==> src/hw/exu_alu_pkg.sv <==
// widths, vector types, operation codes, multiply signedness codes and multiply FSM states
package exu_alu_pkg;

    // ====================
    // widths
    // ====================
    localparam int xlen       = 64;
    localparam int half_xlen  = 32;
    localparam int shamt_w    = 6;
    localparam int op_w       = 4;
    localparam int mul_cycles = 64;
    localparam int mul_cnt_w  = $clog2(mul_cycles + 1);

    typedef logic [xlen-1:0]    word_t;
    typedef logic [shamt_w-1:0] shamt_t;
    typedef logic [2*xlen-1:0]  dword_t;
    typedef logic [op_w-1:0]    alu_op_t;
    typedef logic [1:0]         mul_sign_t;

    // ====================
    // operation codes
    // ====================
    localparam alu_op_t op_nop    = 4'd0;
    localparam alu_op_t op_add    = 4'd1;
    localparam alu_op_t op_sub    = 4'd2;
    localparam alu_op_t op_slt    = 4'd3;
    localparam alu_op_t op_sltu   = 4'd4;
    localparam alu_op_t op_and    = 4'd5;
    localparam alu_op_t op_or     = 4'd6;
    localparam alu_op_t op_xor    = 4'd7;
    localparam alu_op_t op_sll    = 4'd8;
    localparam alu_op_t op_srl    = 4'd9;
    localparam alu_op_t op_sra    = 4'd10;
    localparam alu_op_t op_pass_b = 4'd11;
    // low half, then high halves by signedness
    localparam alu_op_t op_mul    = 4'd12;
    localparam alu_op_t op_mulh   = 4'd13;
    localparam alu_op_t op_mulhsu = 4'd14;
    localparam alu_op_t op_mulhu  = 4'd15;

    // bit 1 signs a, bit 0 signs b
    localparam mul_sign_t mul_uu = 2'd0;
    localparam mul_sign_t mul_su = 2'd2;
    localparam mul_sign_t mul_ss = 2'd3;

    typedef enum logic [1:0] {
        st_idle,
        st_req,
        st_wait
    } mul_state_e;

endpackage

==> src/hw/alu_adder.sv <==
// adder/subtractor with carry, overflow, less and zero flags
`timescale 1ns/1ps

module alu_adder (
    input  exu_alu_pkg::word_t a,
    input  exu_alu_pkg::word_t b,
    input  logic               sub,
    input  logic               unsigned_cmp,
    output exu_alu_pkg::word_t sum,
    output logic               less,
    output logic               zero
);
    import exu_alu_pkg::*;

    word_t b_eff;
    logic  carry;
    logic  overflow;

    // two's complement subtract by inverting b and adding one
    assign b_eff = sub ? ~b : b;

    assign {carry, sum} = {1'b0, a} + {1'b0, b_eff} + {{xlen{1'b0}}, sub};

    // same input signs, different result sign
    assign overflow = (a[xlen-1] == b_eff[xlen-1]) && (a[xlen-1] != sum[xlen-1]);

    assign zero = (sum == '0);

    // no carry out of a - b means a borrow, so a < b unsigned
    assign less = unsigned_cmp ? (carry ^ sub) : (overflow ^ sum[xlen-1]);

endmodule

==> src/hw/alu_int_unit.sv <==
// single-cycle integer path: word cut, adder, shifter, logic ops, result select, word extension
`timescale 1ns/1ps

module alu_int_unit (
    input  exu_alu_pkg::alu_op_t op,
    input  logic                 word,
    input  exu_alu_pkg::word_t   da,
    input  exu_alu_pkg::word_t   db,
    output exu_alu_pkg::word_t   int_result,
    output exu_alu_pkg::word_t   a_cut,
    output exu_alu_pkg::word_t   b_cut,
    output logic                 int_less,
    output logic                 int_zero
);
    import exu_alu_pkg::*;

    logic              sub;
    logic              unsigned_cmp;
    word_t             add_sum;
    shamt_t            shamt;
    logic              sh_left;
    logic              sh_fill;
    word_t             sh_src;
    logic signed [xlen:0] sh_ext;
    logic [xlen:0]     sh_shifted;
    word_t             sh_right;
    word_t             sh_out;
    word_t             res_dw;

    function automatic word_t bit_rev(input word_t v);
        word_t r;
        for (int i = 0; i < xlen; i++) begin
            r[i] = v[xlen-1-i];
        end
        return r;
    endfunction

    // word mode works on zero-extended low halves
    assign a_cut = word ? {{half_xlen{1'b0}}, da[half_xlen-1:0]} : da;
    assign b_cut = word ? {{half_xlen{1'b0}}, db[half_xlen-1:0]} : db;

    assign sub          = (op == op_sub) || (op == op_slt) || (op == op_sltu);
    assign unsigned_cmp = (op == op_sltu);

    alu_adder u_alu_adder (
        .a            (a_cut),
        .b            (b_cut),
        .sub          (sub),
        .unsigned_cmp (unsigned_cmp),
        .sum          (add_sum),
        .less         (int_less),
        .zero         (int_zero)
    );

    // ====================
    // shifter
    // ====================
    // left shift reuses the right shifter on the bit-reversed operand
    assign shamt      = b_cut[shamt_w-1:0];
    assign sh_left    = (op == op_sll);
    assign sh_fill    = (op == op_sra) & a_cut[xlen-1];
    assign sh_src     = sh_left ? bit_rev(a_cut) : a_cut;
    assign sh_ext     = {sh_fill, sh_src};
    assign sh_shifted = sh_ext >>> shamt;
    assign sh_right   = sh_shifted[xlen-1:0];
    assign sh_out     = sh_left ? bit_rev(sh_right) : sh_right;

    // ====================
    // result select
    // ====================
    always_comb begin
        case (op)
            op_add, op_sub: begin
                res_dw = add_sum;
            end
            op_slt, op_sltu: begin
                res_dw = {{(xlen-1){1'b0}}, int_less};
            end
            op_and: begin
                res_dw = a_cut & b_cut;
            end
            op_or: begin
                res_dw = a_cut | b_cut;
            end
            op_xor: begin
                res_dw = a_cut ^ b_cut;
            end
            op_sll, op_srl, op_sra: begin
                res_dw = sh_out;
            end
            op_pass_b: begin
                res_dw = b_cut;
            end
            // nop and the multiply codes
            default: begin
                res_dw = '0;
            end
        endcase
    end

    assign int_result = word ? {{half_xlen{res_dw[half_xlen-1]}}, res_dw[half_xlen-1:0]}
                             : res_dw;

endmodule

==> src/hw/mul_iter.sv <==
// iterative shift-add multiplier, signed or unsigned operands, valid/ready request handshake
`timescale 1ns/1ps

module mul_iter (
    input  logic                   clk,
    input  logic                   rst_n,
    input  logic                   mul_valid,
    input  exu_alu_pkg::mul_sign_t mul_sign,
    input  exu_alu_pkg::word_t     multiplicand,
    input  exu_alu_pkg::word_t     multiplier,
    output logic                   mul_ready,
    output logic                   mul_out_valid,
    output exu_alu_pkg::word_t     product_hi,
    output exu_alu_pkg::word_t     product_lo
);
    import exu_alu_pkg::*;

    logic                 busy;
    logic [mul_cnt_w-1:0] cnt;
    logic                 accept;
    logic                 last;
    logic                 a_neg;
    logic                 b_neg;
    word_t                a_mag;
    word_t                b_mag;
    word_t                mcand;
    dword_t               prod;
    logic                 prod_neg;
    logic [xlen:0]        part_sum;

    assign mul_ready = ~busy;
    assign accept    = mul_valid & mul_ready;
    assign last      = (cnt == mul_cnt_w'(mul_cycles));

    // operand magnitudes
    assign a_neg = mul_sign[1] & multiplicand[xlen-1];
    assign b_neg = mul_sign[0] & multiplier[xlen-1];
    assign a_mag = a_neg ? -multiplicand : multiplicand;
    assign b_mag = b_neg ? -multiplier : multiplier;

    // upper half accumulates, multiplier bits drain out of the lower half
    assign part_sum = {1'b0, prod[2*xlen-1:xlen]} + {1'b0, (prod[0] ? mcand : '0)};

    // ====================
    // control
    // ====================
    always_ff @(posedge clk or negedge rst_n) begin
        if (!rst_n) begin
            busy          <= 1'b0;
            cnt           <= '0;
            mul_out_valid <= 1'b0;
        end else begin
            mul_out_valid <= 1'b0;
            if (accept) begin
                busy <= 1'b1;
                cnt  <= '0;
            end else if (busy) begin
                if (last) begin
                    busy          <= 1'b0;
                    mul_out_valid <= 1'b1;
                end else begin
                    cnt <= cnt + 1'b1;
                end
            end
        end
    end

    // ====================
    // datapath
    // ====================
    always_ff @(posedge clk) begin
        if (accept) begin
            mcand    <= a_mag;
            prod     <= {{xlen{1'b0}}, b_mag};
            prod_neg <= a_neg ^ b_neg;
        end else if (busy) begin
            if (last) begin
                prod <= prod_neg ? -prod : prod;
            end else begin
                prod <= {part_sum, prod[xlen-1:1]};
            end
        end
    end

    assign product_hi = prod[2*xlen-1:xlen];
    assign product_lo = prod[xlen-1:0];

endmodule

==> src/hw/mul_ctrl.sv <==
// multiply control FSM, operand capture, result and flag registers, ready level
`timescale 1ns/1ps

module mul_ctrl (
    input  logic                   clk,
    input  logic                   rst_n,
    input  exu_alu_pkg::alu_op_t   op,
    input  logic                   word,
    input  exu_alu_pkg::word_t     a_cut,
    input  exu_alu_pkg::word_t     b_cut,
    input  exu_alu_pkg::word_t     int_result,
    input  logic                   int_less,
    input  logic                   int_zero,
    input  logic                   mul_ready,
    input  logic                   mul_out_valid,
    input  exu_alu_pkg::word_t     product_hi,
    input  exu_alu_pkg::word_t     product_lo,
    output exu_alu_pkg::word_t     result,
    output logic                   less,
    output logic                   zero,
    output logic                   alu_ready,
    output logic                   mul_valid,
    output exu_alu_pkg::mul_sign_t mul_sign,
    output exu_alu_pkg::word_t     multiplicand,
    output exu_alu_pkg::word_t     multiplier
);
    import exu_alu_pkg::*;

    mul_state_e state;
    mul_state_e next_state;
    logic       is_mul_op;
    logic       accept_mul;
    logic       accept_int;
    logic       done;
    logic       is_hi;
    logic       is_word;
    word_t      prod_sel;
    word_t      prod_res;

    assign is_mul_op = (op == op_mul) || (op == op_mulh) ||
                       (op == op_mulhsu) || (op == op_mulhu);

    assign alu_ready  = (state == st_idle);
    assign mul_valid  = (state == st_req);
    assign accept_mul = alu_ready & is_mul_op;
    assign accept_int = alu_ready & ~is_mul_op;
    assign done       = (state == st_wait) & mul_out_valid;

    // ====================
    // FSM
    // ====================
    always_comb begin
        next_state = state;
        case (state)
            st_idle: begin
                if (accept_mul) begin
                    next_state = st_req;
                end
            end
            st_req: begin
                // request transfers once the multiplier is idle
                if (mul_valid & mul_ready) begin
                    next_state = st_wait;
                end
            end
            st_wait: begin
                if (mul_out_valid) begin
                    next_state = st_idle;
                end
            end
            default: begin
                next_state = st_idle;
            end
        endcase
    end

    always_ff @(posedge clk or negedge rst_n) begin
        if (!rst_n) begin
            state <= st_idle;
        end else begin
            state <= next_state;
        end
    end

    // operands stay stable until the transfer edge
    always_ff @(posedge clk) begin
        if (accept_mul) begin
            multiplicand <= a_cut;
            multiplier   <= b_cut;
            is_hi        <= (op != op_mul);
            is_word      <= word;
            case (op)
                op_mulhsu: begin
                    mul_sign <= mul_su;
                end
                op_mulhu: begin
                    mul_sign <= mul_uu;
                end
                default: begin
                    mul_sign <= mul_ss;
                end
            endcase
        end
    end

    // ====================
    // result
    // ====================
    assign prod_sel = is_hi ? product_hi : product_lo;
    assign prod_res = is_word ? {{half_xlen{prod_sel[half_xlen-1]}}, prod_sel[half_xlen-1:0]}
                              : prod_sel;

    // flags keep their value across a multiply
    always_ff @(posedge clk or negedge rst_n) begin
        if (!rst_n) begin
            result <= '0;
            less   <= 1'b0;
            zero   <= 1'b0;
        end else if (accept_int) begin
            result <= int_result;
            less   <= int_less;
            zero   <= int_zero;
        end else if (done) begin
            result <= prod_res;
        end
    end

endmodule

==> src/hw/exu_alu.sv <==
// execute unit top level: integer unit, multiply controller and iterative multiplier
`timescale 1ns/1ps

module exu_alu (
    input  logic                 clk,
    input  logic                 rst_n,
    input  exu_alu_pkg::alu_op_t op,
    input  logic                 word,
    input  exu_alu_pkg::word_t   da,
    input  exu_alu_pkg::word_t   db,
    output exu_alu_pkg::word_t   result,
    output logic                 less,
    output logic                 zero,
    output logic                 alu_ready
);
    import exu_alu_pkg::*;

    word_t     int_result;
    word_t     a_cut;
    word_t     b_cut;
    logic      int_less;
    logic      int_zero;
    logic      mul_valid;
    logic      mul_ready;
    logic      mul_out_valid;
    mul_sign_t mul_sign;
    word_t     multiplicand;
    word_t     multiplier;
    word_t     product_hi;
    word_t     product_lo;

    alu_int_unit u_alu_int_unit (
        .op         (op),
        .word       (word),
        .da         (da),
        .db         (db),
        .int_result (int_result),
        .a_cut      (a_cut),
        .b_cut      (b_cut),
        .int_less   (int_less),
        .int_zero   (int_zero)
    );

    mul_ctrl u_mul_ctrl (
        .clk           (clk),
        .rst_n         (rst_n),
        .op            (op),
        .word          (word),
        .a_cut         (a_cut),
        .b_cut         (b_cut),
        .int_result    (int_result),
        .int_less      (int_less),
        .int_zero      (int_zero),
        .mul_ready     (mul_ready),
        .mul_out_valid (mul_out_valid),
        .product_hi    (product_hi),
        .product_lo    (product_lo),
        .result        (result),
        .less          (less),
        .zero          (zero),
        .alu_ready     (alu_ready),
        .mul_valid     (mul_valid),
        .mul_sign      (mul_sign),
        .multiplicand  (multiplicand),
        .multiplier    (multiplier)
    );

    mul_iter u_mul_iter (
        .clk           (clk),
        .rst_n         (rst_n),
        .mul_valid     (mul_valid),
        .mul_sign      (mul_sign),
        .multiplicand  (multiplicand),
        .multiplier    (multiplier),
        .mul_ready     (mul_ready),
        .mul_out_valid (mul_out_valid),
        .product_hi    (product_hi),
        .product_lo    (product_lo)
    );

endmodule

==> config.mk <==
export PLATFORM = sky130hd
export DESIGN_NAME = exu_alu
export DESIGN_NICKNAME = d
export VERILOG_FILES = /design/src/hw/exu_alu_pkg.sv /design/src/hw/alu_adder.sv /design/src/hw/alu_int_unit.sv /design/src/hw/mul_iter.sv /design/src/hw/mul_ctrl.sv /design/src/hw/exu_alu.sv
export SDC_FILE = /design/constraint.sdc
export NUM_CORES = 2
export LEC_CHECK = 0
export ABC_AREA = 1
export BUFFER_PORTS_ARGS = -buffer_cell sky130_fd_sc_hd__buf_2
export CORE_ASPECT_RATIO = 2
export CORE_UTILIZATION = 35
export DETAILED_ROUTE_END_ITERATION = 10
export PLACE_DENSITY = 0.51
export RECOVER_POWER = 25
export SYNTH_ARGS = -nofsm -noshare
export SYNTH_HDL_FRONTEND = slang
export SYNTH_SLANG_ARGS = --single-unit
export TNS_END_PERCENT = 50
==> constraint.sdc <==
create_clock -name clk -period 3.4 [get_ports clk]
set_input_delay 0 -clock clk [delete_from_list [all_inputs] [get_ports clk]]
set_output_delay 0 -clock clk [all_outputs]
set_load 0.01 [all_outputs]
==> results of run 1 <==
-- cells in the mapped netlist, drive strengths merged (91+ instances only) --
| cell | instances | share of area, % |
|---|---|---|
| buf | 126 | 1.3 |
| nand3 | 1032 | 12 |
| nor2 | 643 | 5.6 |
| clkbuf | 182 | 1.5 |
| inv | 875 | 7.4 |
| xor2 | 191 | 3.8 |
| o21ai | 502 | 5.7 |
| a21oi | 521 | 5.9 |
| nor4 | 91 | 1.3 |
| nand2 | 1636 | 14 |
| nor3 | 125 | 1.5 |
| edfxtp | 261 | 18 |
| ha | 260 | 7.3 |
-- per-layer routing --
layer / track usage (%) / GRT overflow
met2: 88.6 / 241
met4: 69.6 / 146
met1: 58.8 / 2
met5: 10.0 / 0
met3: 33.4 / 5
-- cells by family after synthesis --
family / count (synthesis) / synth area share [%]
and+or+nand+nor: 3666 / 36.2
AOI/OAI and AO/OA: 1320 / 16.4
buffers and inverters: 1189 / 10.3
DFF: 402 / 24.9
adders and majority gates: 262 / 7.43
xor gates and xnor gates: 236 / 4.67
-- what timing repair did --
item,4_1_cts
setup buffers,6
pin swaps,6
endpoints found under the hold margin,143
gates resized for setup,42
hold buffers,96
setup endpoints to repair,46
-- metrics by stage --
| stage | hold slack, ps | cell area [sq um] | setup TNS (ps) | worst slack (ps) | util, % |
|---|---|---|---|---|---|
| 2_1_floorplan | -296 | 44300 | -7360 | -269 | - |
| 3_3_place_gp | 123 | 58900 | -21860 | -847 | 46.9 |
| 3_5_place_dp | 128 | 58900 | -23570 | -844 | 46.9 |
| 4_1_cts | 7.09 | 61400 | -3.90 | -3.90 | 48.9 |
==> reports/qor.csv, run 1 <==
metric,value,unit
Mapped Area,44300,sq um
largest net degree at the start of global routing,98,
hpwl dp,277000,um
First Err,[ERROR GRT-0116] Global routing finished with congestion. Check the congestion regions in the DRC Viewer.,
synthesized instance count,7075,
clock buffer depth,3,
Port Buffers,201,
first-pass GRT wire length,571000,um
Seq cells post-synth,402,
ys flop type,edfxtp_1,
number of I/O pins,202,
Die Width,254,um
sequential cell area fraction in the yosys report,24.9,%
status,stopped before the end,
Cell variety after synth,64,
Syn Area/Cell,6.26,sq um
async set-reset flop share out of synthesis,19.2,%
vias in the first global route,67900,
num rows,184,
Stopped at,global routing,
gr ovfl total,394,
gpl congestion,1.12,
Post-synth EDFFs,261,
H-tree levels,2,
CTS root buf,clkbuf_16,
yosys warns,0,
Die H,505,um
Mapped Nets,7472,
clock sink total,402,
TritonCTS buffer count,41,
Starting Density,35.2,%
global-route usage over all layers,62.0,%
Placed Cells,10200,
==> run 2: changes to the inputs <==
- CORE_ASPECT_RATIO: 2 -> default
- CORE_UTILIZATION: 35 -> 20
- PLACE_DENSITY: 0.51 -> default
- PLACE_DENSITY_LB_ADDON: default -> 0.15
- clock period: 3.4 -> 4.4 ns (I/O delays scaled with it)
==> reports/qor.csv, run 2 <==
metric,value,unit,change
die area,223000,sq um,
synthesized instance count,7075,,unchanged
Synth area leader,edfxtp_1,,
crit path cell chain,dlygate4sd3_1 -> clkbuf_1 -> inv_1 -> buf_12 -> nand2_1 -> inv_1 -> clkbuf_1 -> o21ai_0 -> nand2_1 -> nand3_1 -> nand3_1 -> nand3_1 -> nand3_1 -> nand3_1 -> nand3_1 -> nand3_1 -> nand3_1 -> nand2_1 -> nand2_2 -> nand2_1 -> nand2_1,,
"count leader, synth",nand2_1,,
clk slew on worst S/H paths,60,ps,
Placed Cells,10200,,-0.22%
hold path depth,3,,
hpwl dp,243000,um,-13%
static leakage,22.4,nW,
CTS tree,yes,,
failing checks,"max-capacitance violations, max-slew violations",,
r2r setup slk,360,ps,
Hold Path Class,in2reg,,
commonest cells in the netlist,"nand2_1 (1607), nand3_1 (1027), inv_1 (867), nor2_1 (625), a21oi_1 (520)",,
Final Setup Violations,0,,
FMAX,228,MHz,
Mapped Nets,7472,,unchanged
most frequent cells in the layout,"nand2_1 (1603), nand3_1 (1027), inv_1 (859)",,
Setup Buffers After CTS,0,,-6
antenna violations before repair,22,,
headroom to the max-slew limit,-41.4,%,
drt drc,0,,
layout cells sized above 1,7.03,%,
PD cells,229,nW/um^2,
crit path time final,4390,ps,
WP data required,4990,ps,
Sw Share,37.2,%,
post-synth top area share,17.7,%,unchanged
crit share post-route,99.8,%,
Die Width,473,um,+86%
H-tree levels,2,,unchanged
Biggest register,u_mul_iter.prod,,
initial drt markers,5930,,
DRT Pass-1 Iters,8,,
Mapped Area,44300,sq um,unchanged
yosys warns,0,,unchanged
CP most frequent cell,nand3_1,,
worst skew pair latency,660,ps,
crit end category,register,,
TritonCTS buffer count,53,,+29%
CTS root buf,clkbuf_16,,
Seq cells post-synth,402,,unchanged
gr ovfl total,0,,
num rows,172,,-6.5%
min-delay src,db[53],,
CP Max Fanout,52,,
post-route insts no fill,10400,,
via count,52700,,
Clk network pwr share,38.8,%,
Fin Clk Skew,27.2,ps,
CP arrival,4980,ps,
Detailed Route WL,293000,um,
vias in the first global route,50200,,
Int Pwr,0.00753,W,
Sum Neg Setup Slack,0,ps,
Final ANT Viol Nets,0,,
sequential cell area fraction in the yosys report,24.9,%,unchanged
Seq pwr share,33.3,%,
critical path's largest stage delay,770,ps,
global-route usage over all layers,25.3,%,
switching pwr,0.00447,W,
reg2reg path depth,18,,
async set-reset flop share out of synthesis,19.2,%,unchanged
DR vias/cell,5.08,,
"top cells by area, synth","edfxtp_1 (18%), nand2_1 (14%), nand3_1 (12%), inv_1 (7.3%), ha_1 (7.3%)",,
max reg flops,128,,
Synth-to-Final Area Change,18.2,%,
final hold vios,0,,
pins over their slew limit,115,,
Core Region,220000,sq um,
clock sink total,402,,unchanged
startpoint class of the critical path,input port,,
critical path class,in2reg,,
nets,7752,,
Die H,473,um,-6.4%
Min-Delay Endpoint,u_mul_ctrl.multiplier[53]$_DFFE_PP_,,
status,"finished, violations left",,
Port Buffers,201,,unchanged
Post-synth EDFFs,261,,unchanged
largest net degree at the start of global routing,99,,
"most common cell after layout, fill and taps aside",nand2_1,,
first-pass GRT wire length,400000,um,
clock buffer depth,3,,unchanged
ys flop type,edfxtp_1,,
gpl congestion,1.02,,-9.2%
routed length per instance,28.3,um,
Worst R2R Start,u_mul_ctrl.multiplier[1]$_DFFE_PP_,,
# fillers,25300,,
combinational power share,27.8,%,
Cell variety after synth,64,,unchanged
Starting Density,20.1,%,-15 points
Max IR drop VDD,0.306,mV,
RSZ-0062 raised after global routing,false,,
number of I/O pins,202,,unchanged
worst r2r dst,u_mul_iter.prod[54]$_DFFE_PP_,,
Syn Area/Cell,6.26,sq um,unchanged
Slew @ Worst Pin,2120,ps,
"slowest stage cell, crit path",clkbuf_1,,
max capacitance violation total,4,,
[run 2: kinds of logic after synthesis]
kind of cell / count (synthesis) / share of synthesized area (%)
and+or+nand+nor: 3666 / 36.2
AOI/OAI and AO/OA: 1320 / 16.4
buffers and inverters: 1189 / 10.3
DFF: 402 / 24.9
adders and majority gates: 262 / 7.43
xor gates and xnor gates: 236 / 4.67
[run 2: how the worst max path moves through the flow]
stage / slack [ps] / start / depth (start not counted) / end
3_3_place_gp: 90 / op[3] / 23 / u_mul_ctrl.result[34]$_DFFE_PN0P_
5_1_grt: 20 / word / 21 / u_mul_ctrl.result[55]$_DFFE_PN0P_
4_1_cts: 410 / u_mul_ctrl.multiplier[1]$_DFFE_PP_ / 18 / u_mul_iter.prod[54]$_DFFE_PP_
3_5_place_dp: 180 / op[3] / 23 / u_mul_ctrl.result[34]$_DFFE_PN0P_
2_1_floorplan: 600 / u_mul_ctrl.state[1]$_DFFE_PN0P_ / 3 / u_mul_ctrl.is_hi$_DFFE_PP_
6_report: 8 / word / 21 / u_mul_ctrl.result[55]$_DFFE_PN0P_
[run 2: cell type report]
cell class | instances | area (sq um) | area share, %
Tap cell | 2958 | 3700 | 7.07
Clock inverter | 40 | 448 | 0.855
Clock buffer | 60 | 1370 | 2.62
Multi-Input combinational cell | 5484 | 28800 | 54.9
Sequential cell | 402 | 11000 | 21.1
Inverter | 881 | 3310 | 6.33
Timing Repair Buffer | 533 | 3710 | 7.09
Antenna cell | 8 | 20.0 | 0.0382
[run 2: what timing repair did]
item                      CTS  global route
resized for setup           0             0
hold buffers               99             0
hold endpoints to repair  147             0
[run 2: worst max-delay path, delay by kind of cell]
family / cells / cell delay [ps]
AOI/OAI and AO/OA: 1 / 400
buffers and inverters: 6 / 2050
and+or+nand+nor: 14 / 2450
[run 2: metal layers]
layer	global-route usage, %	share of wire [%]
met1	33.6	44
met2	40.5	45
met3	2.95	5.9
met4	12.5	5.7
met5	0	0.011
[run 2: per-stage QoR]
stage                     setup slack, ps  cell area (sq um)  hold slack [ps]  util [%]  total power, W
after floorplan                       601              44300             -296         -         0.00572
after global placement               89.2              49800              124      22.6         0.00729
after detailed placement              182              49800              120      22.6         0.00726
after CTS                             411              52600             1.42      23.9          0.0120
after global routing                 19.8              52300             16.2      23.8          0.0124
final                                7.72              52400             50.2      23.8          0.0120
[run 2: power groups by stage]
| stage | sequential [W] | clock (W) | combinational (W) |
|---|---|---|---|
| 6_report | 0.00400 | 0.00466 | 0.00334 |
| 2_1_floorplan | 0.00408 | 0 | 0.00164 |
| 4_1_cts | 0.00400 | 0.00477 | 0.00327 |
| 3_5_place_dp | 0.00408 | 0 | 0.00318 |
| 5_1_grt | 0.00400 | 0.00487 | 0.00350 |
| 3_3_place_gp | 0.00408 | 0 | 0.00321 |
Note: power is estimated with default switching activity, not from simulation.
